<file path="config.mk">
export PLATFORM = sky130hd
export DESIGN_NAME = control_unit
export DESIGN_NICKNAME = d
export VERILOG_FILES = /design/src/hw/control_pkg.sv /design/src/hw/control_unit.sv /design/src/hw/control_word_gen.sv /design/src/hw/instr_decoder.sv /design/src/hw/step_sequencer.sv
export SDC_FILE = /design/constraint.sdc
export NUM_CORES = 1
export LEC_CHECK = 0
export BUFFER_PORTS_ARGS = -buffer_cell sky130_fd_sc_hd__buf_4
export CAP_MARGIN = 30
export CORE_AREA = 2 2 57 59
export DETAILED_ROUTE_END_ITERATION = 12
export DIE_AREA = 0 0 59 61
export PLACE_DENSITY = 0.77
export SLEW_MARGIN = 5
export SYNTH_ARGS = -nofsm -noshare
export SYNTH_HDL_FRONTEND = slang
export SYNTH_SLANG_ARGS = --single-unit
</file>
<file path="constraint.sdc">
create_clock -name clock -period 5.1 [get_ports clock]
set_clock_uncertainty 0.05 [all_clocks]
set_input_delay 1.275 -clock clock [delete_from_list [all_inputs] [get_ports clock]]
set_output_delay 1.275 -clock clock [all_outputs]
set_load 0.005 [all_outputs]
</file>
<file path="src/hw/control_pkg.sv">
package control_pkg;

    localparam int instr_width = 32;                // Instruction register width

    localparam logic [6:0] funct7_base = 7'b000_0000;   // add, and, slt
    localparam logic [6:0] funct7_alt  = 7'b010_0000;   // sub
    localparam logic [5:0] funct6_logic = 6'b00_0000;   // slli, srli
    localparam logic [5:0] funct6_arith = 6'b01_0000;   // srai

    // Major opcodes, bits [6:0] of the instruction
    typedef enum logic [6:0] {
        op_load        = 7'd3,                      // ld, lb, lh, lw, lbu, lhu, lwu
        op_imm         = 7'd19,                     // addi, slti, shifts, nop
        op_store       = 7'd35,                     // sd, sw, sh, sb
        op_reg         = 7'd51,                     // add, sub, and, slt
        op_lui         = 7'd55,                     // Upper immediate
        op_branch      = 7'd99,                     // beq
        op_branch_jalr = 7'd103,                    // bne, bge, blt and jalr share it
        op_jal         = 7'd111,                    // Jump and link
        op_system      = 7'd115                     // break
    } opcode_e;

    // Decoded instruction class, picks the step sequence
    typedef enum logic [3:0] {
        cls_alu_reg,                                // Register to register ALU op
        cls_alu_imm,                                // addi
        cls_shift,                                  // slli, srli, srai
        cls_set_less,                               // slt, slti
        cls_load,
        cls_store,
        cls_branch,                                 // Conditional branches
        cls_lui,
        cls_jal,
        cls_jalr,
        cls_nop,                                    // Also every unknown encoding
        cls_break                                   // Parks the unit
    } instr_class_e;

    typedef enum logic [1:0] {
        br_eq,
        br_ne,
        br_ge,
        br_lt
    } branch_kind_e;

    // Control steps, encoding kept from the original sequencer
    typedef enum logic [3:0] {
        st_idle      = 4'd0,                        // Held in reset
        st_fetch     = 4'd1,                        // PC + 4, instruction register loads
        st_decode    = 4'd2,                        // Operand registers load
        st_jump      = 4'd3,                        // PC update for branch and jumps
        st_write_alu = 4'd4,                        // ALU result to rd
        st_write_mem = 4'd5,                        // Memory data register to rd
        st_set_flag  = 4'd6,                        // slt result from less flag
        st_mem_read  = 4'd7,                        // Load data into memory data register
        st_mem_write = 4'd8                         // Store to data memory
    } step_e;

    typedef enum logic [2:0] {
        alu_pass_a  = 3'd0,                         // Result is A
        alu_add     = 3'd1,
        alu_sub     = 3'd2,
        alu_and     = 3'd3,
        alu_inc_a   = 3'd4,                         // A + 1
        alu_compare = 3'd7                          // Sets equal and less
    } alu_op_e;

    typedef enum logic [2:0] {
        src_a_pc  = 3'd0,
        src_a_reg = 3'd1                            // Register A
    } src_a_e;

    typedef enum logic [2:0] {
        src_b_reg        = 3'd0,                    // Register B
        src_b_four       = 3'd1,                    // Constant 4
        src_b_imm        = 3'd2,                    // Sign extended immediate
        src_b_branch_imm = 3'd3                     // Immediate shifted for branch offsets
    } src_b_e;

    typedef enum logic [1:0] {
        sh_left        = 2'd0,
        sh_right_logic = 2'd1,
        sh_right_arith = 2'd2,
        sh_none        = 2'd3                       // Shifter passes through
    } shift_e;

    typedef enum logic [2:0] {
        wb_alu    = 3'd0,                           // Register file data from ALU out
        wb_memory = 3'd1                            // Register file data from memory data reg
    } wb_sel_e;

    typedef struct packed {
        logic equal;                                // A == B
        logic less;                                 // A < B, signed
    } alu_flags_t;

    // Decoder output, shared by sequencer and word generator
    typedef struct packed {
        instr_class_e cls;
        branch_kind_e branch_kind;                  // Only meaningful for cls_branch
        alu_op_e      alu_op;                       // Execute setting for decode step
        src_b_e       src_b;
        shift_e       shift;
    } decoded_t;

    typedef struct packed {
        logic       pc_write;
        alu_op_e    alu_op;
        src_a_e     src_a;
        src_b_e     src_b;
        shift_e     shift;
        logic       reg_a_write;
        logic       reg_b_write;
        logic       clear_a;                        // Forces register A to zero
        logic       data_mem_write;
        logic       mem_data_write;                 // Memory data register load
        logic       reg_file_write;
        wb_sel_e    wb_sel;
    } ctrl_word_t;

    // Base word, every step starts from it
    localparam ctrl_word_t ctrl_default = '{
        pc_write:       1'b0,
        alu_op:         alu_pass_a,
        src_a:          src_a_pc,
        src_b:          src_b_reg,
        shift:          sh_none,
        reg_a_write:    1'b0,
        reg_b_write:    1'b0,
        clear_a:        1'b0,
        data_mem_write: 1'b0,
        mem_data_write: 1'b0,
        reg_file_write: 1'b0,
        wb_sel:         wb_alu
    };

endpackage

</file>
<file path="src/hw/control_unit.sv">
module control_unit import control_pkg::*; (
    input  logic                   clock,
    input  logic                   reset,
    input  logic [instr_width-1:0] instruction,     // Stable from fetch to next fetch
    input  alu_flags_t             flags,
    output ctrl_word_t             ctrl,
    output step_e                  step
);

    decoded_t decoded;

    instr_decoder u_decoder (
        .instruction (instruction),
        .decoded     (decoded)
    );

    // Only block with state
    step_sequencer u_sequencer (
        .clock   (clock),
        .reset   (reset),
        .decoded (decoded),
        .step    (step)
    );

    control_word_gen u_word_gen (
        .step    (step),
        .decoded (decoded),
        .flags   (flags),
        .ctrl    (ctrl)                             // Valid in the same cycle as step
    );

endmodule

</file>
<file path="src/hw/control_word_gen.sv">
module control_word_gen import control_pkg::*; (
    input  step_e      step,
    input  decoded_t   decoded,
    input  alu_flags_t flags,                       // From the compare done in decode
    output ctrl_word_t ctrl
);

    logic is_jump_link;                             // jal or jalr
    logic taken;

    assign is_jump_link = (decoded.cls == cls_jal) || (decoded.cls == cls_jalr);

    // Branch condition from the ALU compare flags
    always_comb begin
        case (decoded.branch_kind)
            br_eq:   taken = flags.equal;
            br_ne:   taken = !flags.equal;
            br_ge:   taken = !flags.less;           // Signed A >= B
            br_lt:   taken = flags.less;
            default: taken = 1'b0;
        endcase
    end

    always_comb begin
        ctrl = ctrl_default;
        case (step)
            st_idle: begin
                ctrl.clear_a = 1'b1;                // Register A held at zero
            end
            st_fetch: begin
                ctrl.pc_write = 1'b1;               // PC <= PC + 4
                ctrl.alu_op   = alu_add;
                ctrl.src_a    = src_a_pc;
                ctrl.src_b    = src_b_four;
                ctrl.wb_sel   = wb_memory;
            end
            st_decode: begin
                ctrl.reg_a_write = 1'b1;            // Latch rs1 and rs2
                ctrl.reg_b_write = 1'b1;
                ctrl.alu_op      = decoded.alu_op;
                ctrl.src_b       = decoded.src_b;
                ctrl.shift       = decoded.shift;
                ctrl.src_a       = is_jump_link ? src_a_pc : src_a_reg;
                ctrl.clear_a     = (decoded.cls == cls_lui);   // lui adds to zero
            end
            st_set_flag: begin
                // A is cleared, so inc_a gives 1 and pass_a gives 0
                ctrl.clear_a = 1'b1;
                ctrl.src_a   = src_a_reg;
                ctrl.alu_op  = flags.less ? alu_inc_a : alu_pass_a;
            end
            st_write_alu: begin
                ctrl.reg_file_write = 1'b1;
                ctrl.wb_sel         = wb_alu;
                if (is_jump_link) begin
                    ctrl.alu_op = alu_pass_a;       // rd <= return PC
                    ctrl.src_a  = src_a_pc;
                end
            end
            st_write_mem: begin
                ctrl.reg_file_write = 1'b1;         // rd <= load data
                ctrl.wb_sel         = wb_memory;
            end
            st_mem_read: begin
                ctrl.mem_data_write = 1'b1;         // Capture memory read data
            end
            st_mem_write: begin
                ctrl.data_mem_write = 1'b1;         // rs2 to rs1 + imm
            end
            st_jump: begin
                case (decoded.cls)
                    cls_branch: begin
                        if (taken) begin
                            ctrl.pc_write = 1'b1;   // PC <= PC + offset
                            ctrl.alu_op   = alu_add;
                            ctrl.src_a    = src_a_pc;
                            ctrl.src_b    = src_b_branch_imm;
                        end
                    end
                    cls_jal: begin
                        ctrl.pc_write = 1'b1;
                        ctrl.alu_op   = alu_add;
                        ctrl.src_a    = src_a_pc;
                        ctrl.src_b    = src_b_branch_imm;
                    end
                    cls_jalr: begin
                        ctrl.pc_write = 1'b1;       // PC <= rs1 + imm
                        ctrl.alu_op   = alu_add;
                        ctrl.src_a    = src_a_reg;
                        ctrl.src_b    = src_b_imm;
                    end
                    default: ;                      // Not reached for other classes
                endcase
            end
            default: begin
                ctrl.clear_a = 1'b1;                // Same as idle
            end
        endcase
    end

endmodule

</file>
<file path="src/hw/instr_decoder.sv">
module instr_decoder import control_pkg::*; (
    input  logic [instr_width-1:0] instruction,     // From instruction register
    output decoded_t               decoded
);

    logic [6:0] opcode;
    logic [2:0] funct3;
    logic [6:0] funct7;
    logic [5:0] funct6;                             // RV64 shifts use a 6 bit shamt

    assign opcode = instruction[6:0];
    assign funct3 = instruction[14:12];
    assign funct7 = instruction[31:25];
    assign funct6 = instruction[31:26];

    // Builds one decode table row, branch kind left at br_eq
    function automatic decoded_t make_row(
        input instr_class_e cls,
        input alu_op_e      alu_op,
        input src_b_e       src_b,
        input shift_e       shift
    );
        decoded_t row;
        row.cls         = cls;
        row.branch_kind = br_eq;
        row.alu_op      = alu_op;
        row.src_b       = src_b;
        row.shift       = shift;
        return row;
    endfunction

    always_comb begin
        decoded = make_row(cls_nop, alu_pass_a, src_b_reg, sh_none);   // Unmatched is nop
        case (opcode)
            op_reg: begin
                if (funct3 == 3'd0 && funct7 == funct7_base) begin
                    decoded = make_row(cls_alu_reg, alu_add, src_b_reg, sh_none);  // add
                end else if (funct3 == 3'd0 && funct7 == funct7_alt) begin
                    decoded = make_row(cls_alu_reg, alu_sub, src_b_reg, sh_none);  // sub
                end else if (funct3 == 3'd7 && funct7 == funct7_base) begin
                    decoded = make_row(cls_alu_reg, alu_and, src_b_reg, sh_none);  // and
                end else if (funct3 == 3'd2 && funct7 == funct7_base) begin
                    decoded = make_row(cls_set_less, alu_compare, src_b_reg, sh_none); // slt
                end
            end
            op_imm: begin
                if (instruction[31:7] == '0) begin
                    decoded = make_row(cls_nop, alu_pass_a, src_b_reg, sh_none);   // addi x0,x0,0
                end else if (funct3 == 3'd0) begin
                    decoded = make_row(cls_alu_imm, alu_add, src_b_imm, sh_none);  // addi
                end else if (funct3 == 3'd2) begin
                    decoded = make_row(cls_set_less, alu_compare, src_b_imm, sh_none); // slti
                end else if (funct3 == 3'd1 && funct6 == funct6_logic) begin
                    decoded = make_row(cls_shift, alu_pass_a, src_b_reg, sh_left); // slli
                end else if (funct3 == 3'd5 && funct6 == funct6_logic) begin
                    decoded = make_row(cls_shift, alu_pass_a, src_b_reg, sh_right_logic);
                end else if (funct3 == 3'd5 && funct6 == funct6_arith) begin
                    decoded = make_row(cls_shift, alu_pass_a, src_b_reg, sh_right_arith);
                end
            end
            op_system: begin
                decoded = make_row(cls_break, alu_pass_a, src_b_reg, sh_none);
            end
            op_load: begin
                if (funct3 != 3'd7) begin                   // ld lb lh lw lbu lhu lwu
                    decoded = make_row(cls_load, alu_add, src_b_imm, sh_none);
                end
            end
            op_store: begin
                // sb 0, sh 1, sw 2, sd 7 in this encoding
                if (funct3 inside {3'd0, 3'd1, 3'd2, 3'd7}) begin
                    decoded = make_row(cls_store, alu_add, src_b_imm, sh_none);
                end
            end
            op_branch: begin
                if (funct3 == 3'd0) begin                   // beq
                    decoded = make_row(cls_branch, alu_compare, src_b_reg, sh_none);
                end
            end
            op_branch_jalr: begin
                case (funct3)
                    3'd0: decoded = make_row(cls_jalr, alu_pass_a, src_b_reg, sh_none);
                    3'd1: begin
                        decoded = make_row(cls_branch, alu_compare, src_b_reg, sh_none);
                        decoded.branch_kind = br_ne;
                    end
                    3'd4: begin
                        decoded = make_row(cls_branch, alu_compare, src_b_reg, sh_none);
                        decoded.branch_kind = br_lt;
                    end
                    3'd5: begin
                        decoded = make_row(cls_branch, alu_compare, src_b_reg, sh_none);
                        decoded.branch_kind = br_ge;
                    end
                    default: ;                              // Stays nop
                endcase
            end
            op_lui: begin
                decoded = make_row(cls_lui, alu_add, src_b_imm, sh_none);  // 0 + upper imm
            end
            op_jal: begin
                decoded = make_row(cls_jal, alu_pass_a, src_b_reg, sh_none);
            end
            default: ;
        endcase
    end

endmodule

</file>
<file path="src/hw/step_sequencer.sv">
module step_sequencer import control_pkg::*; (
    input  logic     clock,
    input  logic     reset,
    input  decoded_t decoded,                       // Class picks the path after decode
    output step_e    step
);

    step_e next_step;

    always_ff @(posedge clock or posedge reset) begin
        if (reset) begin
            step <= st_idle;
        end else begin
            step <= next_step;
        end
    end

    // First execute step by class
    function automatic step_e first_step(input instr_class_e cls);
        case (cls)
            cls_alu_reg,
            cls_alu_imm,
            cls_shift,
            cls_lui,
            cls_jal,
            cls_jalr:     return st_write_alu;      // Link value written before the jump
            cls_set_less: return st_set_flag;
            cls_load:     return st_mem_read;
            cls_store:    return st_mem_write;
            cls_branch:   return st_jump;
            cls_break:    return st_decode;         // Parked until reset
            default:      return st_fetch;          // nop and unknown
        endcase
    endfunction

    always_comb begin
        case (step)
            st_idle:      next_step = st_fetch;
            st_fetch:     next_step = st_decode;
            st_decode:    next_step = first_step(decoded.cls);
            st_set_flag:  next_step = st_write_alu;
            st_write_alu: begin
                if (decoded.cls == cls_jal || decoded.cls == cls_jalr) begin
                    next_step = st_jump;
                end else begin
                    next_step = st_fetch;
                end
            end
            st_mem_read:  next_step = st_write_mem;
            st_write_mem: next_step = st_fetch;
            st_mem_write: next_step = st_fetch;
            st_jump:      next_step = st_fetch;
            default:      next_step = st_idle;      // Unused encodings recover
        endcase
    end

endmodule
</file>
# After elaboration in Yosys (flattened, before gate mapping)
# Memories as Yosys holds them, arrays and structs flattened.
# Cells that the tools add are included.
# Widths: inputs -> output; s select.
classes:
  addsub: 0
  div: 0
  eq_ne: 32
  bitwise: 0
  n_reduce_logical: 21
  n_mul: 0
  n_mux: 31
  order_cmp: 0
  shifts: 0
op_table:
  columns: ["cell", "count"]
  rows:
  - ["$mux 14", 13]
  - ["$pmux 14 s9", 1]
  - ["$pmux 14 s4", 1]
  - ["$pmux 10 s3", 1]
  - ["$eq 7x6->1 const B", 4]
  - ["$eq 7x7->1 const B", 4]
  - ["$logic_not 25->1", 1]
  - ["$eq 4x3->1 const B", 6]
  - ["$pmux 4 s6", 1]
  - ["$pmux 6 s4", 1]
  - ["$eq 4x4->1 const B", 3]
  - ["$mux 10", 1]
  - ["$eq 3x3->1 const B", 3]
  - ["$pmux 3 s3", 1]
  - ["$eq 4x2->1 const B", 2]
  - ["$eq 7x2->1 const B", 1]
  - ["$eq 7x5->1 const B", 1]
  - ["$logic_and 1x1->1", 7]
  - ["$logic_not 7->1", 1]
  - ["$eq 6x5->1 const B", 1]
  - ["$logic_not 6->1", 1]
  - ["$reduce_or 6->1", 1]
  - ["$mux 1", 5]
  - ["$eq 2x2->1 const B", 2]
  - ["other kinds (18)", 21]
totals:
  wordCells: 86
  output_inout_bits: 25
  rom_bits: 64
  latchBits: 0
  register_bits: 4
  mem_bits_rw: 0
  n_memories: 1
mem_list:
  columns: ["name", "words", "word_bits", "rd", "rd_clocked_by_memory_dff", "wr", "line", "rtl"]
  rows:
  - ["(no name shown)", 16, 4, 1, 0, 0, "step_sequencer.sv:20", "case (cls)"]

# Depth between registers and ports, before layout
logic_depth:
  ltp_word: 14
  depth_mapped: 13
  depth_no_buf: 12

# Hierarchy
# Synthesis repeated with hierarchy kept, for this count alone.
hier_totals:
  cells_unflattened: 192
  area_unflattened_um2: 1346.3
by_module_without_submodules:
  columns: ["mod", "seq_area_each_um2", "area_per_inst_um2", "n_inst", "cells_per_inst"]
  rows:
  - ["instr_decoder", 0.0, 704.4, 1, 102]
  - ["control_word_gen", 0.0, 340.3, 1, 56]
  - ["step_sequencer", 100.1, 301.5, 1, 34]

# Least setup slack after synthesis
# Ideal clock, no wire load.
synth_path:
  kind: "input to output"
  startpoint: "input instruction[13]"
  endpoint: "output ctrl[12] in the netlist's numbering"
  n_path_buf: 1
  slack_ns: 0.521
  arrival_time_ns: 3.254
  stages: 12
  required_ns: 3.775
  cell_sequence: "buf_2 -> nor3_2 -> o211ai_1 -> a22o_1 -> a211o_1 -> or2_1 -> ha_1 -> o311a_1 -> a31oi_1 -> nor3_1 -> a21oi_1 -> o21ai_1"
synth_lines:
  columns: ["item", "line", "rtl"]
  rows:
  - ["start: declaration", "control_unit.sv:4", "input logic [instr_width-1:0] instruction,"]
  - ["end: declaration", "control_unit.sv:6", "output ctrl_word_t ctrl,"]

==> qor.yml <==
nets: 293
p_int_mw: 0.1930
synth-edff-count: 0
largest_reg_flops: 4
hold_start: "u_sequencer.step[1]"
yosysWarningCount: 0
die_y_um: 61
htreeDepth: 1
synth-main-ff-cell: "dfrtp_1"
fin_crit_sh: 0.9629
combPwrFrac: 0.691
clk_latency_ns: 0.23
grt_max_degree: 16
cts-root-buf: "clkbuf_4"
yosysUniqueCellTypes: 67
syn_area_per_cell_um2: 6.825
path_max_fanout: 14
worst_r2r_startpoint: "u_sequencer.step[1]"
clk_pin_slew_ns: 0.03
port_buffers: 55
met1_usage: 0.3312
drive_gt1_frac: 0.3307
seq_area_frac_synth: 0.07333
clkSinkCount: 4
largestRegisters: "u_sequencer.step (4)"
critPathKind: "input pin to primary output"
hold-worst-slack_ns: 0.7843
cp-start-kind: "input pin"
use_met2: 0.3460
syn_area_um2: 1365
post_cts_resize_count: 0
synthCells: 200
num_vias: 1711
max_stage_delay_ns: 0.32
p_seq_frac: 0.198
cts_tree: "done"
diodes: 0
wire_per_inst_um: 13.90
rsz0062_at_grt: "no"
drt_pass1_iterations: 4
die_x_um: 59
dp_hpwl_um: 3151
post_cts_buffers: 0
p_leak_nw: 0.7918
reg2reg_slack_ns: 3.46
r2r-end: "u_sequencer.step[2]"
drtIter0Drc: 71
reg2regPathDepth: 6
fin_setup_tns_ns: 0
async_flop_share: 1.000
postRouteAntennaNets: 0
path_buf_inv: 2
worst_pin_slew_ns: 0.6422
place_congestion: 0.9259
status: "finished, final reports clean"
crit_path_frequent_cell: "buf_4"
gr-usage-met3: 0.01066
grt_pass1_vias: 1406
p_sw_mw: 0.1403
p_per_area_nw_per_um2: 185.8
grt_pass1_wl_um: 6306
regMostFlops: "u_sequencer.step"
hold_buffers: 0
max_slew_margin: 0.5679
layout_commonest_cell: "buf_4"
core-area_um2: 2953
wl_um: 3947
crit_required_ns: 3.77
cts_buffers: 3
remaining_drc_errors: 0
final_cell_mix: "buf_4 (62), nor2_1 (23), nand2_1 (17)"
antenna_found_initial: 0
finalCriticalPeriod_ns: 4.911
ios: 61
rows: 20
critical-path-top-delay-family: "compound AO/OA/AOI/OAI gates"
drv_slew: 0
via_per_inst: 6.025
grt_remaining_overflow: 0
hold_class: "flip-flop to flip-flop"
whs_path_depth: 2
busiest_layer: "met2"
clockBufferDepth: 2
start_util: 0.4623
clock_power_share: 0.111
crit_chain: "buf_4, nor3_2, o211ai_1, a22o_1, a211o_1, or2_1, ha_1, o311a_1, a31oi_1, nor3_1, a21oi_1, o21ai_1, buf_4"
dieArea_um2: 3599
grt_use_total: 0.2191
area_delta_synth_final_pct: 31.44
worstHoldEndpoint: "u_sequencer.step[2]"
path_depth: 13
switching_share: 0.4208
synth_seq_cells: 4
drv_cap: 0
vdd_ir_drop_max_mv: 0.08426
critical_path_arrival_ns: 3.59
finalHoldViolCount: 0
setup_viol: 0
crit_path_top_delay_cell: "nor3_2"
fmax_mhz: 203.6
end_kind: "primary output"
## how the worst max path moves through the flow
stage / slack, ns / to / start
finish: 0.19 / ctrl[12] / instruction[13]
global placement: 0.27 / ctrl[12] / instruction[13]
CTS: 0.21 / ctrl[12] / instruction[13]
detailed placement: 0.23 / ctrl[12] / instruction[13]
floorplan: 0.52 / ctrl[12] / instruction[13]
global route: 0.03 / ctrl[17] / instruction[6]
## layer usage
| metal | wire length (µm) | vias up |
|---|---|---|
| met1 | 1804 | 781 |
| li1 | - | 849 |
| met4 | 34 | 0 |
| met2 | 1815 | 76 |
| met5 | 0 | - |
| met3 | 292 | 5 |
## Yosys cell counts, drive strengths merged (3+ instances only)
cell type | n | area share
o211ai | 5 | 0.041
ha | 4 | 0.037
dfrtp | 4 | 0.073
or2 | 5 | 0.023
nor3 | 10 | 0.048
nand2 | 18 | 0.051
o21ai | 13 | 0.050
and3 | 4 | 0.018
nor4 | 6 | 0.028
nand3 | 5 | 0.018
nor2b | 4 | 0.018
clkbuf | 3 | 0.0082
nand4 | 3 | 0.014
a21oi | 13 | 0.048
nand4b | 3 | 0.019
nor2 | 24 | 0.068
or3 | 5 | 0.027
a31oi | 4 | 0.029
buf | 15 | 0.076
and2 | 4 | 0.020
inv | 4 | 0.013
nand3b | 3 | 0.016
## through the flow
step / worst slack, ns / area (µm²) / power [mW] / instances / util
2_1_floorplan: 0.5212 / 1380 / 0.1936 / 204 / -
3_3_place_gp: 0.2711 / 1772 / 0.2963 / 281 / 0.6000
3_5_place_dp: 0.2270 / 1772 / 0.2975 / 281 / 0.6000
4_1_cts: 0.2098 / 1794 / 0.3363 / 284 / 0.6076
5_1_grt: 0.02759 / 1794 / 0.3671 / 284 / 0.6076
6_report: 0.1891 / 1794 / 0.3333 / 284 / 0.6076
## power by group through the flow
stage / Sequential [mW] / Clock (mW) / Combinational, mW
2_1_floorplan: 0.0493 / 0 / 0.144
3_3_place_gp: 0.0664 / 0 / 0.230
3_5_place_dp: 0.0661 / 0 / 0.231
4_1_cts: 0.0655 / 0.0389 / 0.232
5_1_grt: 0.0692 / 0.0399 / 0.258
6_report: 0.0659 / 0.0369 / 0.230
## cells by family (layout without fill, tap and decap cells)
logic type / count (synthesis) / count (layout) / share of synthesized area
and+or+nand+nor: 106 / 106 / 0.4445
AOI/OAI and AO/OA: 60 / 60 / 0.3236
buffers and inverters: 22 / 69 / 0.09715
adders and majority gates: 4 / 4 / 0.03667
DFF: 4 / 4 / 0.07333
muxes: 2 / 2 / 0.01558
other: 1 / 5 / 0.002747
xor gates and xnor gates: 1 / 1 / 0.006417
## worst min-delay path: stages (launching register included)
cell and delay [ns]:
dfrtp_1 0.51, nand2_1 0.18, o21ai_1 0.09
## layout make-up
type	instances	area, µm²
flip-flops and latches	4	100.1
clock buffers	3	22.52
multi-input cells	178	1147
well taps	33	41.29
fillers	301	1159
inverters	4	17.52
repair buffers	62	465.4
(Power assumes the default switching activity.)
